[config.mk]
export PLATFORM = sky130hd
export DESIGN_NAME = lc3b_pipeline
export DESIGN_NICKNAME = d
export VERILOG_FILES = /design/src/lc3b_pkg.sv /design/src/fetch_stage.sv /design/src/regfile.sv /design/src/decode_stage.sv /design/src/hazard_unit.sv /design/src/execute_stage.sv /design/src/mem_wb_stage.sv /design/src/lc3b_pipeline.sv
export SDC_FILE = /design/constraint.sdc
export NUM_CORES = 1
export LEC_CHECK = 0
export ABC_AREA = 1
export BUFFER_PORTS_ARGS = -buffer_cell sky130_fd_sc_hd__buf_4
export CAP_MARGIN = 10
export CORE_ASPECT_RATIO = 1.25
export CORE_MARGIN = 1
export CORE_UTILIZATION = 35
export DETAILED_ROUTE_END_ITERATION = 7
export SLEW_MARGIN = 20
export SYNTH_ARGS = -nofsm -noshare
export SYNTH_HDL_FRONTEND = slang
export SYNTH_HIERARCHICAL = 1
export SYNTH_SLANG_ARGS = --single-unit
[constraint.sdc]
create_clock -name clk -period 4.4 [get_ports clk]
set_input_delay 0.88 -clock clk [delete_from_list [all_inputs] [get_ports clk]]
set_output_delay 0.88 -clock clk [all_outputs]
set_load 0.05 [all_outputs]
[src/lc3b_pkg.sv]
package lc3b_pkg;

    // one machine word: data, address or instruction
    typedef logic [15:0] lc3b_word;

    // register index
    typedef logic [2:0] lc3b_reg;

    // byte-lane write enable, bit 0 is the low byte
    typedef logic [1:0] lc3b_mem_wmask;

    // condition code as n, z, p
    typedef logic [2:0] lc3b_nzp;

    // instruction opcodes in LC-3b encoding
    typedef enum logic [3:0] {
        op_br  = 4'b0000,
        op_add = 4'b0001,
        op_ldb = 4'b0010,
        op_stb = 4'b0011,
        op_and = 4'b0101,
        op_ldr = 4'b0110,
        op_str = 4'b0111,
        op_not = 4'b1001
    } lc3b_opcode;

    // ALU functions
    typedef enum logic [1:0] {
        alu_add,
        alu_and,
        alu_not,
        alu_pass
    } lc3b_aluop;

endpackage : lc3b_pkg

[src/fetch_stage.sv]
module fetch_stage
    import lc3b_pkg::*;
#(
    parameter lc3b_word RESET_PC = 16'h0000
)
(
    input  logic     clk,
    input  logic     rst,
    input  logic     stall,
    input  logic     load_stall,
    input  logic     flush,
    input  lc3b_word branch_target,
    output logic     imem_read,
    output lc3b_word imem_address,
    input  logic     imem_resp,
    input  lc3b_word imem_rdata,
    output logic     fetch_busy,
    output lc3b_word ir_id,
    output lc3b_word pc_id
);

    lc3b_word pc;
    lc3b_word ir_buf;
    logic     have_ir;
    lc3b_word fetched;

    // request runs until the word is either consumed or parked in ir_buf
    assign imem_read    = ~have_ir;
    assign imem_address = pc;
    assign fetch_busy   = ~have_ir & ~imem_resp;
    assign fetched      = have_ir ? ir_buf : imem_rdata;

    always_ff @(posedge clk)
    begin
        if (rst)
        begin
            pc      <= RESET_PC;
            have_ir <= 1'b0;
            ir_id   <= '0;
        end
        else if (!stall && flush)
        begin
            // redirect and drop whatever was fetched
            pc      <= branch_target;
            have_ir <= 1'b0;
            ir_id   <= '0;
        end
        else if (!stall && !load_stall)
        begin
            pc      <= pc + 16'd2;
            have_ir <= 1'b0;
            ir_id   <= fetched;
        end
        else if (imem_resp)
        begin
            // pipeline frozen, keep the word until it can move on
            have_ir <= 1'b1;
        end
    end

    always_ff @(posedge clk)
    begin
        if (imem_resp)
        begin
            ir_buf <= imem_rdata;
        end
        if (!stall && !load_stall)
        begin
            pc_id <= pc + 16'd2;
        end
    end

endmodule : fetch_stage

[src/regfile.sv]
module regfile
    import lc3b_pkg::*;
(
    input  logic     clk,
    input  logic     rst,
    input  logic     load,
    input  lc3b_reg  dest,
    input  lc3b_reg  src_a,
    input  lc3b_reg  src_b,
    input  lc3b_word in,
    output lc3b_word reg_a,
    output lc3b_word reg_b
);

    lc3b_word regs [8];

    always_ff @(posedge clk)
    begin
        if (rst)
        begin
            for (int i = 0; i < 8; i++)
            begin
                regs[i] <= '0;
            end
        end
        else if (load)
        begin
            regs[dest] <= in;
        end
    end

    // write-through so decode sees the value being written back
    assign reg_a = (load && dest == src_a) ? in : regs[src_a];
    assign reg_b = (load && dest == src_b) ? in : regs[src_b];

endmodule : regfile

[src/decode_stage.sv]
module decode_stage
    import lc3b_pkg::*;
(
    input  logic       clk,
    input  logic       rst,
    input  logic       stall,
    input  logic       load_stall,
    input  logic       flush,
    input  lc3b_word   ir_id,
    input  lc3b_word   pc_id,
    input  logic       wb_load,
    input  lc3b_reg    wb_dest,
    input  lc3b_word   wb_data,
    output lc3b_reg    sr1_ex,
    output lc3b_reg    sr2_ex,
    output lc3b_word   a_ex,
    output lc3b_word   b_ex,
    output lc3b_word   imm_ex,
    output lc3b_aluop  aluop_ex,
    output lc3b_opcode opcode_ex,
    output lc3b_reg    dest_ex,
    output logic       load_reg_ex,
    output logic       mem_read_ex,
    output logic       mem_write_ex,
    output logic       byte_ex,
    output lc3b_nzp    nzp_ex,
    output lc3b_word   target_ex
);

    lc3b_opcode opcode;
    lc3b_reg    sr1;
    lc3b_reg    sr2;
    lc3b_word   reg_a;
    lc3b_word   reg_b;
    lc3b_word   imm5;
    lc3b_word   off6;
    lc3b_word   off9;
    lc3b_word   imm;
    lc3b_aluop  aluop;
    logic       load_reg;
    logic       mem_read;
    logic       mem_write;
    logic       byte_sel;

    assign opcode = lc3b_opcode'(ir_id[15:12]);
    assign sr1    = ir_id[8:6];
    // stores read their data register from the dest field
    assign sr2    = (opcode == op_str || opcode == op_stb) ? ir_id[11:9] : ir_id[2:0];
    assign imm5   = {{11{ir_id[4]}}, ir_id[4:0]};
    assign off6   = {{10{ir_id[5]}}, ir_id[5:0]};
    assign off9   = {{7{ir_id[8]}}, ir_id[8:0]};

    regfile u_regfile
    (
        .clk   (clk),
        .rst   (rst),
        .load  (wb_load),
        .dest  (wb_dest),
        .src_a (sr1),
        .src_b (sr2),
        .in    (wb_data),
        .reg_a (reg_a),
        .reg_b (reg_b)
    );

    always_comb
    begin
        aluop     = alu_pass;
        imm       = imm5;
        load_reg  = 1'b0;
        mem_read  = 1'b0;
        mem_write = 1'b0;
        byte_sel  = 1'b0;
        case (opcode)
            op_add, op_and:
            begin
                aluop    = (opcode == op_add) ? alu_add : alu_and;
                load_reg = 1'b1;
                // on ALU ops the byte flag marks the imm5 form
                byte_sel = ir_id[5];
            end
            op_not:
            begin
                aluop    = alu_not;
                load_reg = 1'b1;
            end
            op_ldr, op_ldb:
            begin
                aluop    = alu_add;
                imm      = (opcode == op_ldr) ? {off6[14:0], 1'b0} : off6;
                load_reg = 1'b1;
                mem_read = 1'b1;
                byte_sel = (opcode == op_ldb);
            end
            op_str, op_stb:
            begin
                aluop     = alu_add;
                imm       = (opcode == op_str) ? {off6[14:0], 1'b0} : off6;
                mem_write = 1'b1;
                byte_sel  = (opcode == op_stb);
            end
            default:
            begin
                // BR and anything unsupported do nothing here
                aluop = alu_pass;
            end
        endcase
    end

    always_ff @(posedge clk)
    begin
        if (rst || (!stall && flush))
        begin
            opcode_ex    <= op_br;
            nzp_ex       <= '0;
            aluop_ex     <= alu_pass;
            load_reg_ex  <= 1'b0;
            mem_read_ex  <= 1'b0;
            mem_write_ex <= 1'b0;
            byte_ex      <= 1'b0;
        end
        else if (!stall && !load_stall)
        begin
            opcode_ex    <= opcode;
            nzp_ex       <= ir_id[11:9];
            aluop_ex     <= aluop;
            load_reg_ex  <= load_reg;
            mem_read_ex  <= mem_read;
            mem_write_ex <= mem_write;
            byte_ex      <= byte_sel;
        end
    end

    always_ff @(posedge clk)
    begin
        if (!stall && !load_stall)
        begin
            sr1_ex    <= sr1;
            sr2_ex    <= sr2;
            a_ex      <= reg_a;
            b_ex      <= reg_b;
            imm_ex    <= imm;
            dest_ex   <= ir_id[11:9];
            target_ex <= pc_id + {off9[14:0], 1'b0};
        end
    end

endmodule : decode_stage

[src/hazard_unit.sv]
module hazard_unit
    import lc3b_pkg::*;
(
    input  lc3b_reg    sr1_ex,
    input  lc3b_reg    sr2_ex,
    input  lc3b_reg    dest_mem,
    input  lc3b_reg    dest_wb,
    input  logic       load_reg_mem,
    input  logic       load_reg_wb,
    input  logic       mem_read_mem,
    output logic [1:0] fwd1_sel,
    output logic [1:0] fwd2_sel,
    output logic       load_stall
);

    logic hit1_mem;
    logic hit2_mem;
    logic hit1_wb;
    logic hit2_wb;

    assign hit1_mem = load_reg_mem && (dest_mem == sr1_ex);
    assign hit2_mem = load_reg_mem && (dest_mem == sr2_ex);
    assign hit1_wb  = load_reg_wb && (dest_wb == sr1_ex);
    assign hit2_wb  = load_reg_wb && (dest_wb == sr2_ex);

    // 01 from memory, 10 from writeback, 00 register file value
    always_comb
    begin
        fwd1_sel = 2'b00;
        fwd2_sel = 2'b00;
        if (hit1_mem)
        begin
            fwd1_sel = 2'b01;
        end
        else if (hit1_wb)
        begin
            fwd1_sel = 2'b10;
        end
        if (hit2_mem)
        begin
            fwd2_sel = 2'b01;
        end
        else if (hit2_wb)
        begin
            fwd2_sel = 2'b10;
        end
    end

    // load data only exists a cycle later, in writeback
    assign load_stall = mem_read_mem && (hit1_mem || hit2_mem);

endmodule : hazard_unit

[src/execute_stage.sv]
module execute_stage
    import lc3b_pkg::*;
(
    input  logic       clk,
    input  logic       rst,
    input  logic       stall,
    input  logic       load_stall,
    input  logic       flush,
    input  lc3b_word   a_ex,
    input  lc3b_word   b_ex,
    input  lc3b_word   imm_ex,
    input  lc3b_aluop  aluop_ex,
    input  lc3b_opcode opcode_ex,
    input  lc3b_reg    dest_ex,
    input  logic       load_reg_ex,
    input  logic       mem_read_ex,
    input  logic       mem_write_ex,
    input  logic       byte_ex,
    input  lc3b_nzp    nzp_ex,
    input  lc3b_word   target_ex,
    input  logic [1:0] fwd1_sel,
    input  logic [1:0] fwd2_sel,
    input  lc3b_word   fwd_mem,
    input  lc3b_word   fwd_wb,
    output lc3b_word   alu_mem,
    output lc3b_word   store_mem,
    output lc3b_reg    dest_mem,
    output logic       load_reg_mem,
    output logic       mem_read_mem,
    output logic       mem_write_mem,
    output logic       byte_mem,
    output logic       br_mem,
    output lc3b_nzp    nzp_mem,
    output lc3b_word   target_mem
);

    lc3b_word op_a;
    lc3b_word fwd_b;
    lc3b_word op_b;
    lc3b_word alu_out;
    logic     is_mem;

    assign op_a = (fwd1_sel == 2'b01) ? fwd_mem : (fwd1_sel == 2'b10) ? fwd_wb : a_ex;
    assign fwd_b = (fwd2_sel == 2'b01) ? fwd_mem : (fwd2_sel == 2'b10) ? fwd_wb : b_ex;

    // memory ops add base and offset, ALU ops take imm5 when flagged
    assign is_mem = mem_read_ex | mem_write_ex;
    assign op_b   = (is_mem || byte_ex) ? imm_ex : fwd_b;

    always_comb
    begin
        case (aluop_ex)
            alu_add: alu_out = op_a + op_b;
            alu_and: alu_out = op_a & op_b;
            alu_not: alu_out = ~op_a;
            default: alu_out = op_a;
        endcase
    end

    always_ff @(posedge clk)
    begin
        if (rst || (!stall && (flush || load_stall)))
        begin
            load_reg_mem  <= 1'b0;
            mem_read_mem  <= 1'b0;
            mem_write_mem <= 1'b0;
            byte_mem      <= 1'b0;
            br_mem        <= 1'b0;
        end
        else if (!stall)
        begin
            load_reg_mem  <= load_reg_ex;
            mem_read_mem  <= mem_read_ex;
            mem_write_mem <= mem_write_ex;
            byte_mem      <= byte_ex & is_mem;
            br_mem        <= (opcode_ex == op_br);
        end
    end

    always_ff @(posedge clk)
    begin
        if (!stall)
        begin
            alu_mem    <= alu_out;
            store_mem  <= fwd_b;
            dest_mem   <= dest_ex;
            nzp_mem    <= nzp_ex;
            target_mem <= target_ex;
        end
    end

endmodule : execute_stage

[src/mem_wb_stage.sv]
module mem_wb_stage
    import lc3b_pkg::*;
(
    input  logic          clk,
    input  logic          rst,
    input  logic          stall,
    input  lc3b_word      alu_mem,
    input  lc3b_word      store_mem,
    input  lc3b_reg       dest_mem,
    input  logic          load_reg_mem,
    input  logic          mem_read_mem,
    input  logic          mem_write_mem,
    input  logic          byte_mem,
    input  logic          br_mem,
    input  lc3b_nzp       nzp_mem,
    input  lc3b_word      target_mem,
    output logic          dmem_read,
    output logic          dmem_write,
    output lc3b_word      dmem_address,
    output lc3b_word      dmem_wdata,
    output lc3b_mem_wmask dmem_byte_enable,
    input  logic          dmem_resp,
    input  lc3b_word      dmem_rdata,
    output logic          mem_busy,
    output logic          flush,
    output lc3b_word      branch_target,
    output logic          wb_load,
    output lc3b_reg       wb_dest,
    output lc3b_word      wb_data,
    output lc3b_word      fwd_mem
);

    lc3b_word load_data;
    lc3b_word rdata;
    lc3b_word rdata_buf;
    logic     mem_done;
    lc3b_nzp  cc;
    lc3b_nzp  nzp_wb;
    lc3b_nzp  gen_cc;
    logic     br_wb;

    // a taken branch in writeback cancels the access behind it
    // an access already answered while frozen is not issued again
    assign dmem_read    = mem_read_mem & ~flush & ~mem_done;
    assign dmem_write   = mem_write_mem & ~flush & ~mem_done;
    assign dmem_address = alu_mem;
    assign dmem_wdata   = byte_mem ? {store_mem[7:0], store_mem[7:0]} : store_mem;
    assign dmem_byte_enable = byte_mem ? (alu_mem[0] ? 2'b10 : 2'b01) : 2'b11;
    assign mem_busy     = (dmem_read | dmem_write) & ~dmem_resp;
    assign fwd_mem      = alu_mem;

    // read data parked until the pipeline moves on
    assign rdata = mem_done ? rdata_buf : dmem_rdata;

    // byte loads zero-extend the addressed lane
    assign load_data = !byte_mem ? rdata :
                       alu_mem[0] ? {8'h00, rdata[15:8]} : {8'h00, rdata[7:0]};

    always_ff @(posedge clk)
    begin
        if (rst || !stall)
        begin
            mem_done <= 1'b0;
        end
        else if (dmem_resp)
        begin
            mem_done <= 1'b1;
        end
    end

    always_ff @(posedge clk)
    begin
        if (dmem_resp)
        begin
            rdata_buf <= dmem_rdata;
        end
    end

    always_ff @(posedge clk)
    begin
        if (rst || (!stall && flush))
        begin
            wb_load <= 1'b0;
            br_wb   <= 1'b0;
        end
        else if (!stall)
        begin
            wb_load <= load_reg_mem;
            br_wb   <= br_mem;
        end
    end

    always_ff @(posedge clk)
    begin
        if (!stall)
        begin
            wb_dest       <= dest_mem;
            wb_data       <= mem_read_mem ? load_data : alu_mem;
            nzp_wb        <= nzp_mem;
            branch_target <= target_mem;
        end
    end

    assign gen_cc = wb_data[15] ? 3'b100 : (wb_data == '0) ? 3'b010 : 3'b001;

    always_ff @(posedge clk)
    begin
        if (rst)
        begin
            cc <= '0;
        end
        else if (!stall && wb_load)
        begin
            cc <= gen_cc;
        end
    end

    assign flush = br_wb & |(nzp_wb & cc);

endmodule : mem_wb_stage

[src/lc3b_pipeline.sv]
module lc3b_pipeline
    import lc3b_pkg::*;
#(
    parameter lc3b_word RESET_PC = 16'h0000
)
(
    input  logic          clk,
    input  logic          rst,
    output logic          imem_read,
    output lc3b_word      imem_address,
    input  logic          imem_resp,
    input  lc3b_word      imem_rdata,
    output logic          dmem_read,
    output logic          dmem_write,
    output lc3b_word      dmem_address,
    output lc3b_word      dmem_wdata,
    output lc3b_mem_wmask dmem_byte_enable,
    input  logic          dmem_resp,
    input  lc3b_word      dmem_rdata
);

    logic stall, load_stall, flush, fetch_busy, mem_busy;
    lc3b_word branch_target, ir_id, pc_id;
    logic wb_load;
    lc3b_reg wb_dest;
    lc3b_word wb_data, fwd_mem;
    lc3b_reg sr1_ex, sr2_ex, dest_ex;
    lc3b_word a_ex, b_ex, imm_ex, target_ex;
    lc3b_aluop aluop_ex;
    lc3b_opcode opcode_ex;
    logic load_reg_ex, mem_read_ex, mem_write_ex, byte_ex;
    lc3b_nzp nzp_ex, nzp_mem;
    logic [1:0] fwd1_sel, fwd2_sel;
    lc3b_word alu_mem, store_mem, target_mem;
    lc3b_reg dest_mem;
    logic load_reg_mem, mem_read_mem, mem_write_mem, byte_mem, br_mem;

    // either memory waiting freezes every stage
    assign stall = fetch_busy | mem_busy;

    fetch_stage #(.RESET_PC(RESET_PC)) u_fetch_stage
    (
        .clk, .rst, .stall, .load_stall, .flush, .branch_target,
        .imem_read, .imem_address, .imem_resp, .imem_rdata,
        .fetch_busy, .ir_id, .pc_id
    );

    decode_stage u_decode_stage
    (
        .clk, .rst, .stall, .load_stall, .flush, .ir_id, .pc_id,
        .wb_load, .wb_dest, .wb_data,
        .sr1_ex, .sr2_ex, .a_ex, .b_ex, .imm_ex, .aluop_ex, .opcode_ex, .dest_ex,
        .load_reg_ex, .mem_read_ex, .mem_write_ex, .byte_ex, .nzp_ex, .target_ex
    );

    hazard_unit u_hazard_unit
    (
        .sr1_ex, .sr2_ex, .dest_mem, .dest_wb(wb_dest),
        .load_reg_mem, .load_reg_wb(wb_load), .mem_read_mem,
        .fwd1_sel, .fwd2_sel, .load_stall
    );

    execute_stage u_execute_stage
    (
        .clk, .rst, .stall, .load_stall, .flush,
        .a_ex, .b_ex, .imm_ex, .aluop_ex, .opcode_ex, .dest_ex,
        .load_reg_ex, .mem_read_ex, .mem_write_ex, .byte_ex, .nzp_ex, .target_ex,
        .fwd1_sel, .fwd2_sel, .fwd_mem, .fwd_wb(wb_data),
        .alu_mem, .store_mem, .dest_mem, .load_reg_mem, .mem_read_mem,
        .mem_write_mem, .byte_mem, .br_mem, .nzp_mem, .target_mem
    );

    mem_wb_stage u_mem_wb_stage
    (
        .clk, .rst, .stall,
        .alu_mem, .store_mem, .dest_mem, .load_reg_mem, .mem_read_mem,
        .mem_write_mem, .byte_mem, .br_mem, .nzp_mem, .target_mem,
        .dmem_read, .dmem_write, .dmem_address, .dmem_wdata, .dmem_byte_enable,
        .dmem_resp, .dmem_rdata,
        .mem_busy, .flush, .branch_target, .wb_load, .wb_dest, .wb_data, .fwd_mem
    );

endmodule : lc3b_pipeline

==> impl_metrics.env, run 1 <==
export IMPL_status="complete, no violations"
export IMPL_cp_end_kind="flip-flop"
export IMPL_clock_root_buffer="clkbuf_16"
export IMPL_regToRegSetupSlack_ps=610
export IMPL_path_clk_slew_ps=70
export IMPL_fin_nets=2628
export IMPL_arrival_ps=4140
export IMPL_period_minus_slack_ps=3790
export IMPL_drive_gt1_frac=0.113
export IMPL_drc=0
export IMPL_power_total_mw=11.0
export IMPL_clk_insertion_delay_late_ps=590
export IMPL_place_congestion=0.919
export IMPL_io_pins=89
export IMPL_rsz0062_at_grt="no"
export IMPL_synth_area_per_cell_um2=8.39
export IMPL_synth_cells=2545
export IMPL_start_util=0.356
export IMPL_r2r_start="u_execute_stage/dest_mem[2]$_DFFE_PN_"
export IMPL_std_cell_rows=100
export IMPL_fmax_ghz=0.264
export IMPL_setup_viol=0
export IMPL_hp_class="reg2reg"
export IMPL_finalMaxSlewViolations=0
export IMPL_track_usage=0.206
export IMPL_setup_tns_ps=0
export IMPL_cts_sinks=389
export IMPL_min_path_cells=0
export IMPL_ys_seq_area_frac=0.521
export IMPL_cp_max_fo=17
export IMPL_grt_pass1_vias=16976
export IMPL_synth_top_flop_cell="edfxtp_1"
export IMPL_min_to="u_execute_stage/target_mem[8]$_DFFE_PN_"
export IMPL_final_common_cell="nand2_1"
export IMPL_crit_start="u_execute_stage/dest_mem[2]$_DFFE_PN_"
export IMPL_clockBufferDepth=3
export IMPL_largest_register_ffs=128
export IMPL_hold_violations=0
export IMPL_die_w_um=223
export IMPL_async_flop_share=0
export IMPL_reg2reg_depth=23
export IMPL_seq_area_um2=11100
export IMPL_ant_nets=0
export IMPL_place_area_um2=22300
export IMPL_nFillCells=5890
export IMPL_die_y_um=278
export IMPL_slew_headroom=0.333
export IMPL_layout_setup_ws_ps=608
export IMPL_required_ps=4750
export IMPL_core_um2=59900
export IMPL_numCtsBuffers=43
export IMPL_cts_tree="yes"
export IMPL_multi_input_area_um2=8040
export IMPL_drv_cap=0
export IMPL_portBuffers=88
export IMPL_power_density_nw_per_um2=463
export IMPL_synth_compound_area_share=0.0629
export IMPL_synth_simple_gate_area_frac=0.278
export IMPL_dr_first_iter_drc_count=1498
export IMPL_synth_top_family_by_area="simple AND/OR/NAND/NOR gates"
export IMPL_tightest_slew_ps=998
export IMPL_cts_resized=0
export IMPL_final_cell_area_um2=23700
export IMPL_synthDistinctLibCells=57
export IMPL_critical_path_class="reg2reg"
export IMPL_critPathLaunchType="flip-flop"
export IMPL_syn_nets=2614
export IMPL_fin_crit_sh=0.862
export IMPL_synth_xor_area_frac=0.00938
export IMPL_synth_edff_count=332
export IMPL_leakage_nw=10.5
export IMPL_r2r_end="u_execute_stage/alu_mem[8]$_DFFE_PN_"
export IMPL_irDropWorstVdd_v=0.000283
export IMPL_synthMuxAreaShare=0.00563
export IMPL_min_from="u_decode_stage/target_ex[8]$_DFFE_PP_"
export IMPL_area_growth_pct=11.2
export IMPL_insertedDiodeCount=0
export IMPL_dieArea_um2=62000
export IMPL_place_ws_ps=676
export IMPL_vias=17461
export IMPL_cts_hold_buf=0
export IMPL_ys_ff_latch=389
export IMPL_first_pass_iters=5
export IMPL_wl_per_cell_um=19.1
export IMPL_post_cts_buffers=0
export IMPL_grt_overflow=0
export IMPL_final_cell_mix="nand2_1 (801), edfxtp_1 (332), inv_1 (305), nand3_1 (291), nor2_1 (224)"
export IMPL_antenna_found_initial=0
export IMPL_synthAdderAreaFrac=0.0200
export IMPL_synth_cell_area_um2=21300
export IMPL_viasPerCell=5.20
export IMPL_top_register="u_decode_stage/u_regfile/regs"
export IMPL_yosysWarnings=6
export IMPL_skew_ps=32.9
export IMPL_htree_levels=2
export IMPL_grt_max_degree=68
export IMPL_grt_pass1_wl_um=98400
export IMPL_drt_wl_total_um=64300
export IMPL_hpwl_um=44100
==> how the worst max path moves through the flow <==
stage,to
2_1_floorplan,u_execute_stage/alu_mem[8]$_DFFE_PN_
3_3_place_gp,u_execute_stage/alu_mem[8]$_DFFE_PN_
3_5_place_dp,u_execute_stage/alu_mem[8]$_DFFE_PN_
4_1_cts,u_execute_stage/alu_mem[8]$_DFFE_PN_
5_1_grt,u_execute_stage/alu_mem[8]$_DFFE_PN_
6_report,u_execute_stage/alu_mem[8]$_DFFE_PN_
==> layout make-up <==
cell class,instances,share of cell area
Sequential cell,389,0.468
Tap cell,765,0.0403
Multi-Input combinational cell,1680,0.339
Timing Repair Buffer,118,0.0384
Clock buffer,56,0.0486
Clock inverter,24,0.0140
Inverter,327,0.0521
==> cell families after synthesis <==
group,count (synthesis)
simple gates,1398
buf+inv,476
flops,389
compound gates,217
fa+ha+maj,33
xor+xnor,22
mux,10
==> worst max-delay path, stage by stage (launching register included) <==
cell and delay (ps):
edfxtp_1 430, nand2_1 100, nand2_1 60, nor2_1 100
nand2_1 90, inv_1 130, nor2_1 60, inv_1 100
nor2_4 90, inv_1 380, nand2_1 100, a31oi_1 200
nand2_1 70, nand2_1 70, ha_1 150, inv_1 70
fa_1 370, inv_1 130, nand3_1 80, nand3_1 180
a21oi_1 120, or2_2 290, nand3_1 80, nand3_1 70
==> routing by layer <==
metal	wire [µm]	part of all wire	vias to the layer above	GRT usage
met5	0	0	-	0
met4	3020	0.047	0	0.0983
met3	4010	0.062	174	0.0297
met2	32200	0.50	764	0.363
met1	25100	0.39	8285	0.247
li1	-	-	8238	-
==> cell usage after synthesis (3+ instances only) <==
cell	number	area [µm²]
nand2_1	801	3010
edfxtp_1	332	9970
inv_1	307	1150
nand3_1	291	1460
nor2_1	225	845
a21oi_1	82	410
buf_4	61	458
dfxtp_1	57	1140
o21ai_0	48	240
buf_2	43	215
ha_1	31	388
clkbuf_1	27	101
o21ai_1	21	105
a31oi_1	16	100
inv_2	14	52.6
xnor2_1	13	114
nand2_2	12	75.1
nor2_2	11	68.8
nor3_1	11	55.1
nand2_4	9	101
nor2_4	9	101
buf_6	8	90.1
mux2_2	8	90.1
nand4_1	8	50.1
xor2_1	8	70.1
a21oi_2	7	61.3
a22oi_1	7	52.6
o211ai_1	7	52.6
o211ai_2	7	87.6
o22ai_1	7	43.8
a31oi_4	5	106
nand3_2	5	50.1
and2_1	4	25.0
or2_2	4	25.0
buf_8	3	45.0
o21ai_2	3	26.3
o21bai_1	3	22.5
==> where the power goes <==
group	switching (mW)	total, mW	internal [mW]
logic	1.69	2.40	0.711
clock network	1.57	3.81	2.24
registers	0.328	4.79	4.46
==> stage by stage <==
step,instances,hold slack (ps),utilization
2_1_floorplan,2545,400,-
3_3_place_gp,3279,404,0.371
5_1_grt,3359,420,0.396
3_5_place_dp,3279,405,0.371
4_1_cts,3359,419,0.396
6_report,3359,416,0.396
No activity file was read; power rests on OpenSTA's default activity.
==> inputs of run 2 (changes only) <==
--- a/config.mk
+++ b/config.mk
@@ -5,13 +5,14 @@
 export SDC_FILE = /design/constraint.sdc
 export NUM_CORES = 1
 export LEC_CHECK = 0
-export ABC_AREA = 1
+export ABC_AREA = 0
 export BUFFER_PORTS_ARGS = -buffer_cell sky130_fd_sc_hd__buf_4
 export CAP_MARGIN = 10
 export CORE_ASPECT_RATIO = 1.25
 export CORE_MARGIN = 1
 export CORE_UTILIZATION = 35
 export DETAILED_ROUTE_END_ITERATION = 7
+export GPL_ROUTABILITY_DRIVEN = 0
 export SLEW_MARGIN = 20
 export SYNTH_ARGS = -nofsm -noshare
 export SYNTH_HDL_FRONTEND = slang
==> run 2 against run 1 <==
  * The run now ends with design-rule violations left
  * Synthesized area is 2.9% lower
  * Sequential cell count did not move
  * Critical path type unchanged
  * Fmax decreased by 4.1%
  * Sequential share of layout area rose by 1.0 points
==> impl_metrics.env, run 2 <==
export IMPL_die_y_um=274
export IMPL_synth_cell_area_um2=20700
export IMPL_synth_most_common_cell="edfxtp_1"
export IMPL_synth_edff_count=332
export IMPL_io_pins=89
export IMPL_cp_max_fo=46
export IMPL_clock_root_buffer="clkbuf_16"
export IMPL_leakage_nw=8.67
export IMPL_fin_crit_sh=0.898
export IMPL_fin_nets=1660
export IMPL_place_ws_ps=515
export IMPL_slew_headroom=0.309
export IMPL_start_util=0.354
export IMPL_drive_gt1_frac=0.209
export IMPL_grt_pass1_wl_um=79800
export IMPL_critPathLaunchType="flip-flop"
export IMPL_cts_hold_buf=0
export IMPL_yosysTopAreaCellShare=0.481
export IMPL_synth_simple_gate_area_frac=0.112
export IMPL_use_met1=0.218
export IMPL_max_stage_delay_ps=550
export IMPL_finalMaxSlewViolations=0
export IMPL_cts_resized=0
export IMPL_synth_top_family_by_area="multiplexers"
export IMPL_first_pass_iters=7
export IMPL_async_flop_share=0
export IMPL_status="complete, but fails checks"
export IMPL_synth_compound_area_share=0.0780
export IMPL_post_cts_buffers=0
export IMPL_grt_overflow=0
export IMPL_htree_levels=2
export IMPL_post_route_util=0.397
export IMPL_top_register="u_decode_stage/u_regfile/regs"
export IMPL_clk_insertion_delay_late_ps=580
export IMPL_use_met3=0.0270
export IMPL_syn_nets=1631
export IMPL_gr_usage_met2=0.312
export IMPL_tightest_slew_ps=1030
export IMPL_synth_area_per_cell_um2=13.3
export IMPL_grt_pass1_vias=13023
export IMPL_std_cell_rows=99
export IMPL_synth_top_flop_cell="edfxtp_1"
export IMPL_synthDistinctLibCells=85
export IMPL_synth_area_leader_cell="edfxtp_1"
export IMPL_setup_tns_ps=0
export IMPL_dieArea_um2=60200
export IMPL_synthAdderAreaFrac=0.0207
export IMPL_cp_slowest_cell="edfxtp_1"
export IMPL_crit_chain="xnor2_1 -> nand4_1 -> nor2_4 -> buf_12 -> mux2i_1 -> a21oi_1 -> mux2_2 -> ha_1 -> inv_1 -> fa_1 -> nor2b_4 -> o31a_1 -> o31a_1 -> a211oi_1 -> a31o_1 -> a221oi_2"
export IMPL_portBuffers=88
export IMPL_skew_ps=16.8
export IMPL_die_w_um=220
export IMPL_rsz0062_at_grt="no"
export IMPL_dr_first_iter_drc_count=935
export IMPL_cp_end_kind="flip-flop"
export IMPL_critical_path_class="reg2reg"
export IMPL_vias=12934
export IMPL_layout_setup_ws_ps=447
export IMPL_period_minus_slack_ps=3950
export IMPL_area_growth_pct=12.2
export IMPL_synth_common_cells="edfxtp_1 (332), and2_1 (130), mux2_2 (94)"
export IMPL_insertedDiodeCount=0
export IMPL_viasPerCell=5.43
export IMPL_ys_seq_area_frac=0.536
export IMPL_core_um2=58500
export IMPL_path_clk_slew_ps=60
export IMPL_synth_cells=1562
export IMPL_hpwl_um=36300
export IMPL_track_usage=0.176
export IMPL_wl_per_cell_um=22.4
export IMPL_busiest_layer="met2"
export IMPL_arrival_ps=4230
export IMPL_ant_nets=0
export IMPL_crit_top_cell="o31a_1"
export IMPL_grt_max_degree=58
export IMPL_synth_xor_area_frac=0.0262
export IMPL_antenna_found_initial=0
export IMPL_cts_tree="yes"
export IMPL_final_cell_area_um2=23200
export IMPL_ys_top_cells_by_area="edfxtp_1 (48%), mux4_1 (7.6%), dfxtp_1 (5.5%)"
export IMPL_final_common_cell="edfxtp_1"
export IMPL_drc=10
export IMPL_yosysWarnings=6
export IMPL_setup_viol=0
export IMPL_synthMuxAreaShare=0.179
export IMPL_cts_sinks=389
export IMPL_final_cell_mix="edfxtp_1 (332), and2_1 (130), buf_4 (114), mux2_2 (94), mux2i_1 (82)"
export IMPL_power_density_nw_per_um2=442
export IMPL_drt_wl_total_um=53300
export IMPL_whs_ps=418
export IMPL_drv_cap=0
export IMPL_irDropWorstVdd_v=0.000267
export IMPL_hp_class="reg2reg"
export IMPL_ys_ff_latch=389
export IMPL_fmax_ghz=0.253
export IMPL_clockBufferDepth=3
export IMPL_place_area_um2=21800
export IMPL_violations="design-rule violations"
export IMPL_numCtsBuffers=43
export IMPL_largest_register_ffs=128
export IMPL_hold_violations=0
export IMPL_required_ps=4680
## run 2: cell types whose count changed after synthesis, moves of 21 or more
cell / change
nand3_1: -274
and2_1: +126
o21ai_0: -35
a211oi_1: +59
mux4_1: +60
buf_2: -21
nor2_1: -157
inv_1: -271
xnor2_1: +22
mux2_2: +86
mux2i_1: +82
nor2b_1: +41
nand2_1: -752
## run 2: routing by layer
layer	part of all wire	up-vias	wire length, µm
li1	-	5971	-
met1	0.42	6520	22100
met2	0.51	354	27200
met3	0.044	89	2350
met4	0.029	0	1560
met5	0	-	0
## run 2: logic make-up (layout without fill, tap and decap cells)
logic type / count (synthesis) / in the layout
simple gates: 412 / 412
xor+xnor: 62 / 62
fa+ha+maj: 33 / 33
mux: 251 / 251
buf+inv: 173 / 236
flops: 389 / 389
compound gates: 242 / 242
## run 2: power breakdown
| part | leakage [nW] | internal, mW | switching, mW | total (mW) |
|---|---|---|---|---|
| registers | 3.84 | 4.42 | 0.372 | 4.79 |
| logic | 4.13 | 0.764 | 1.02 | 1.78 |
| clock network | 0.698 | 2.19 | 1.51 | 3.71 |
## run 2: worst paths after layout
check,start,end,slack [ps],cells after the start
max reg2reg,u_mem_wb_stage/wb_dest[0]$_DFFE_PN_,u_execute_stage/alu_mem[10]$_DFFE_PN_,450,16
min reg2reg,u_decode_stage/dest_ex[2]$_DFFE_PP_,u_execute_stage/dest_mem[2]$_DFFE_PN_,420,0
min,u_decode_stage/dest_ex[2]$_DFFE_PP_,u_execute_stage/dest_mem[2]$_DFFE_PN_,420,0
max,u_mem_wb_stage/wb_dest[0]$_DFFE_PN_,u_execute_stage/alu_mem[10]$_DFFE_PN_,450,16
## run 2: per-stage QoR
stage	power (mW)	cells
after global placement	6.62	2303
after detailed placement	6.65	2303
after global routing	10.7	2382
after floorplan	6.12	1562
after CTS	10.4	2382
final	10.3	2382
## run 2: critical path: cells and delay by family (launching register included)
kind            cells  cell delay (ps)
fa+ha+maj           2              440
buf+inv             2              330
xor+xnor            1              200
simple gates        3              410
compound gates      6             1190
flops               1              550
mux                 2              500
## run 2: area by class of cell
| class | instances | area (µm²) |
|---|---|---|
| clock buffer | 56 | 1180 |
| fill | 5471 | 35200 |
| clock inverter | 23 | 263 |
| tap | 757 | 947 |
| inverter | 38 | 143 |
| timing repair buffer | 119 | 956 |
| multi-input combinational | 1000 | 8640 |
| sequential | 389 | 11100 |
==> inputs of run 3 (changes only) <==
--- a/config.mk
+++ b/config.mk
@@ -8,7 +8,7 @@
 export ABC_AREA = 0
 export BUFFER_PORTS_ARGS = -buffer_cell sky130_fd_sc_hd__buf_4
 export CAP_MARGIN = 10
-export CORE_ASPECT_RATIO = 1.25
+export CORE_ASPECT_RATIO = 0.8
 export CORE_MARGIN = 1
 export CORE_UTILIZATION = 35
 export DETAILED_ROUTE_END_ITERATION = 7
==> constraint.sdc (replaced) <==
create_clock -name clk -period 3.3 [get_ports clk]
set_input_delay 0.66 -clock clk [delete_from_list [all_inputs] [get_ports clk]]
set_output_delay 0.66 -clock clk [all_outputs]
set_load 0.05 [all_outputs]
==> run 3 against run 2 <==
  * The flow finishes with violations (design-rule violations, negative setup slack)
  * Register-to-register slack got worse by 740 ps
  * Count of clock-buffer cells in the layout fell by 2
  * Wire length rose by 0.21%
  * Setup slack got worse by 740 ps
  * Non-clock buffer count rose by 109
  * Via count rose by 3.3%
==> impl_metrics.env, run 3 (synthesis gave the netlist of run 2 again) <==
export IMPL_arrival_ps=3900
export IMPL_layout_setup_ws_ps=-294
export IMPL_io_pins=89
export IMPL_violations="design-rule violations, negative setup slack"
export IMPL_p_int_mw=9.80
export IMPL_drive_gt1_frac=0.276
export IMPL_whs_ps=289
export IMPL_dr_first_iter_drc_count=1004
export IMPL_grt_pass1_vias=13110
export IMPL_tightest_slew_ps=1080
export IMPL_multi_input_area_um2=8890
export IMPL_dieArea_um2=60200
export IMPL_seqPwrFrac=0.456
export IMPL_post_route_util=0.415
export IMPL_crit_top_cell="o31a_1"
export IMPL_vias=13355
export IMPL_rsz0062_at_grt="yes"
export IMPL_netSwitchingPower_mw=3.92
export IMPL_place_ws_ps=-242
export IMPL_cp_max_fo=15
export IMPL_core_um2=58300
export IMPL_setup_viol=10
export IMPL_fin_crit_sh=1.09
export IMPL_grt_pass1_wl_um=79900
export IMPL_portBuffers=88
export IMPL_cts_hold_buf=0
export IMPL_critPathLaunchType="flip-flop"
export IMPL_hp_class="in2reg"
export IMPL_final_common_cell="edfxtp_1"
export IMPL_status="complete, but fails checks"
export IMPL_place_area_um2=22600
export IMPL_skew_ps=32.3
export IMPL_viasPerCell=5.35
export IMPL_leakage_nw=9.20
export IMPL_numCtsBuffers=40
export IMPL_required_ps=3600
export IMPL_power_frac_clock=0.330
export IMPL_area_growth_pct=16.9
export IMPL_cts_sinks=389
export IMPL_place_inst=2414
export IMPL_clock_root_buffer="clkbuf_16"
export IMPL_fmax_ghz=0.278
export IMPL_final_cell_mix="edfxtp_1 (332), buf_4 (215), and2_1 (130), mux2_2 (89), mux2i_1 (81)"
export IMPL_drt_wl_total_um=53400
export IMPL_slew_headroom=0.280
export IMPL_irDropWorstVdd_v=0.000314
export IMPL_track_usage=0.175
export IMPL_nFillCells=5413
export IMPL_largest_register_ffs=128
export IMPL_crit_chain="xnor2_1 -> and4_4 -> nor2_4 -> buf_12 -> nor2b_2 -> a211oi_2 -> a21oi_2 -> mux2_4 -> ha_4 -> inv_2 -> fa_2 -> nor2b_4 -> o31a_1 -> o31a_1 -> a32oi_1 -> or4_1 -> nand3_1"
export IMPL_top_register="u_decode_stage/u_regfile/regs"
export IMPL_gr_usage_met2=0.275
export IMPL_pwr_share_comb=0.214
export IMPL_wl_per_cell_um=21.4
export IMPL_finalMaxSlewViolations=0
export IMPL_critical_path_buf_inv_count=2
export IMPL_start_util=0.355
export IMPL_cp_end_kind="flip-flop"
export IMPL_drv_cap=0
export IMPL_cp_slowest_cell="edfxtp_1"
export IMPL_final_cell_area_um2=24200
export IMPL_die_y_um=220
export IMPL_cts_tree="yes"
export IMPL_busiest_layer="met2"
export IMPL_critPathTopFamily="compound AO/OA/AOI/OAI gates"
export IMPL_setup_tns_ps=-1920
export IMPL_first_pass_iters=7
export IMPL_clk_insertion_delay_late_ps=570
export IMPL_critical_path_class="reg2reg"
export IMPL_antenna_found_initial=5
export IMPL_use_met1=0.245
export IMPL_htree_levels=2
export IMPL_hold_violations=0
export IMPL_grt_overflow=0
export IMPL_hpwl_um=36200
export IMPL_grt_max_degree=51
export IMPL_insertedDiodeCount=0
export IMPL_std_cell_rows=79
export IMPL_drc=14
export IMPL_die_w_um=274
export IMPL_use_met3=0.0330
export IMPL_fin_nets=1766
export IMPL_period_minus_slack_ps=3590
export IMPL_clockBufferDepth=3
export IMPL_path_clk_slew_ps=60
export IMPL_power_total_mw=13.7
export IMPL_power_density_nw_per_um2=566
export IMPL_seq_area_um2=11100
export IMPL_instances_no_fill=2496
export IMPL_max_stage_delay_ps=430
export IMPL_ant_nets=0
export IMPL_p_sw_frac=0.286
export IMPL_regToRegSetupSlack_ps=-290
run 3: cell types whose count changed in the layout (fill, tap and decap cells not counted), sizes merged:
cell      before  now
bufinv         5    3
clkinvlp       2    0
inv           41   39
clkinv        13   14
clkbuf        56   54
buf          119  228
run 3: power by group through the flow:
stage,clock (mW),sequential [mW],combinational [mW]
after global placement,0,6.34,2.74
after global routing,4.82,6.30,3.17
after detailed placement,0,6.36,2.78
after CTS,4.64,6.26,2.88
after floorplan,0,6.19,1.98
final,4.53,6.26,2.94
run 3: worst register-to-register path: stages (launching register included):
cell and delay, ps:
edfxtp_1 430, xnor2_1 150, and4_4 200, nor2_4 120, buf_12 160, nor2b_2 60
a211oi_2 230, a21oi_2 60, mux2_4 270, ha_4 160, inv_2 40, fa_2 220
nor2b_4 50, o31a_1 330, o31a_1 380, a32oi_1 280, or4_1 150, nand3_1 50
run 3: layout make-up:
class | instances | share of cell area
Tap cell | 769 | 0.0397
Multi-Input combinational cell | 1000 | 0.367
Sequential cell | 389 | 0.459
Inverter | 38 | 0.00594
Timing Repair Buffer | 228 | 0.0759
Clock buffer | 54 | 0.0451
Clock inverter | 18 | 0.00764
run 3: what timing repair did:
action	in CTS	in global routing
endpoints found under the setup margin	11	12
pin swaps	6	18
setup buffers	7	3
gates resized for setup	19	24
endpoints found under the hold margin	0	0
run 3: worst paths after layout:
kind	cells after the start	to	from
worst max-delay path	17	u_execute_stage/alu_mem[14]$_DFFE_PN_	u_execute_stage/dest_mem[1]$_DFFE_PN_
worst min-delay path	1	u_mem_wb_stage/rdata_buf[5]$_DFFE_PP_	dmem_rdata[5]
worst max register to register	17	u_execute_stage/alu_mem[14]$_DFFE_PN_	u_execute_stage/dest_mem[1]$_DFFE_PN_
worst min register to register	0	u_mem_wb_stage/branch_target[1]$_DFFE_PN_	u_execute_stage/target_mem[1]$_DFFE_PN_
run 3: layer usage:
metal  part of all wire  vias up  wire length (µm)
li1                   -     6173                 -
met1               0.46     6641             24400
met2               0.45      436             24300
met3              0.063      101              3360
met4              0.025        4              1350
met5            0.00051        -                27
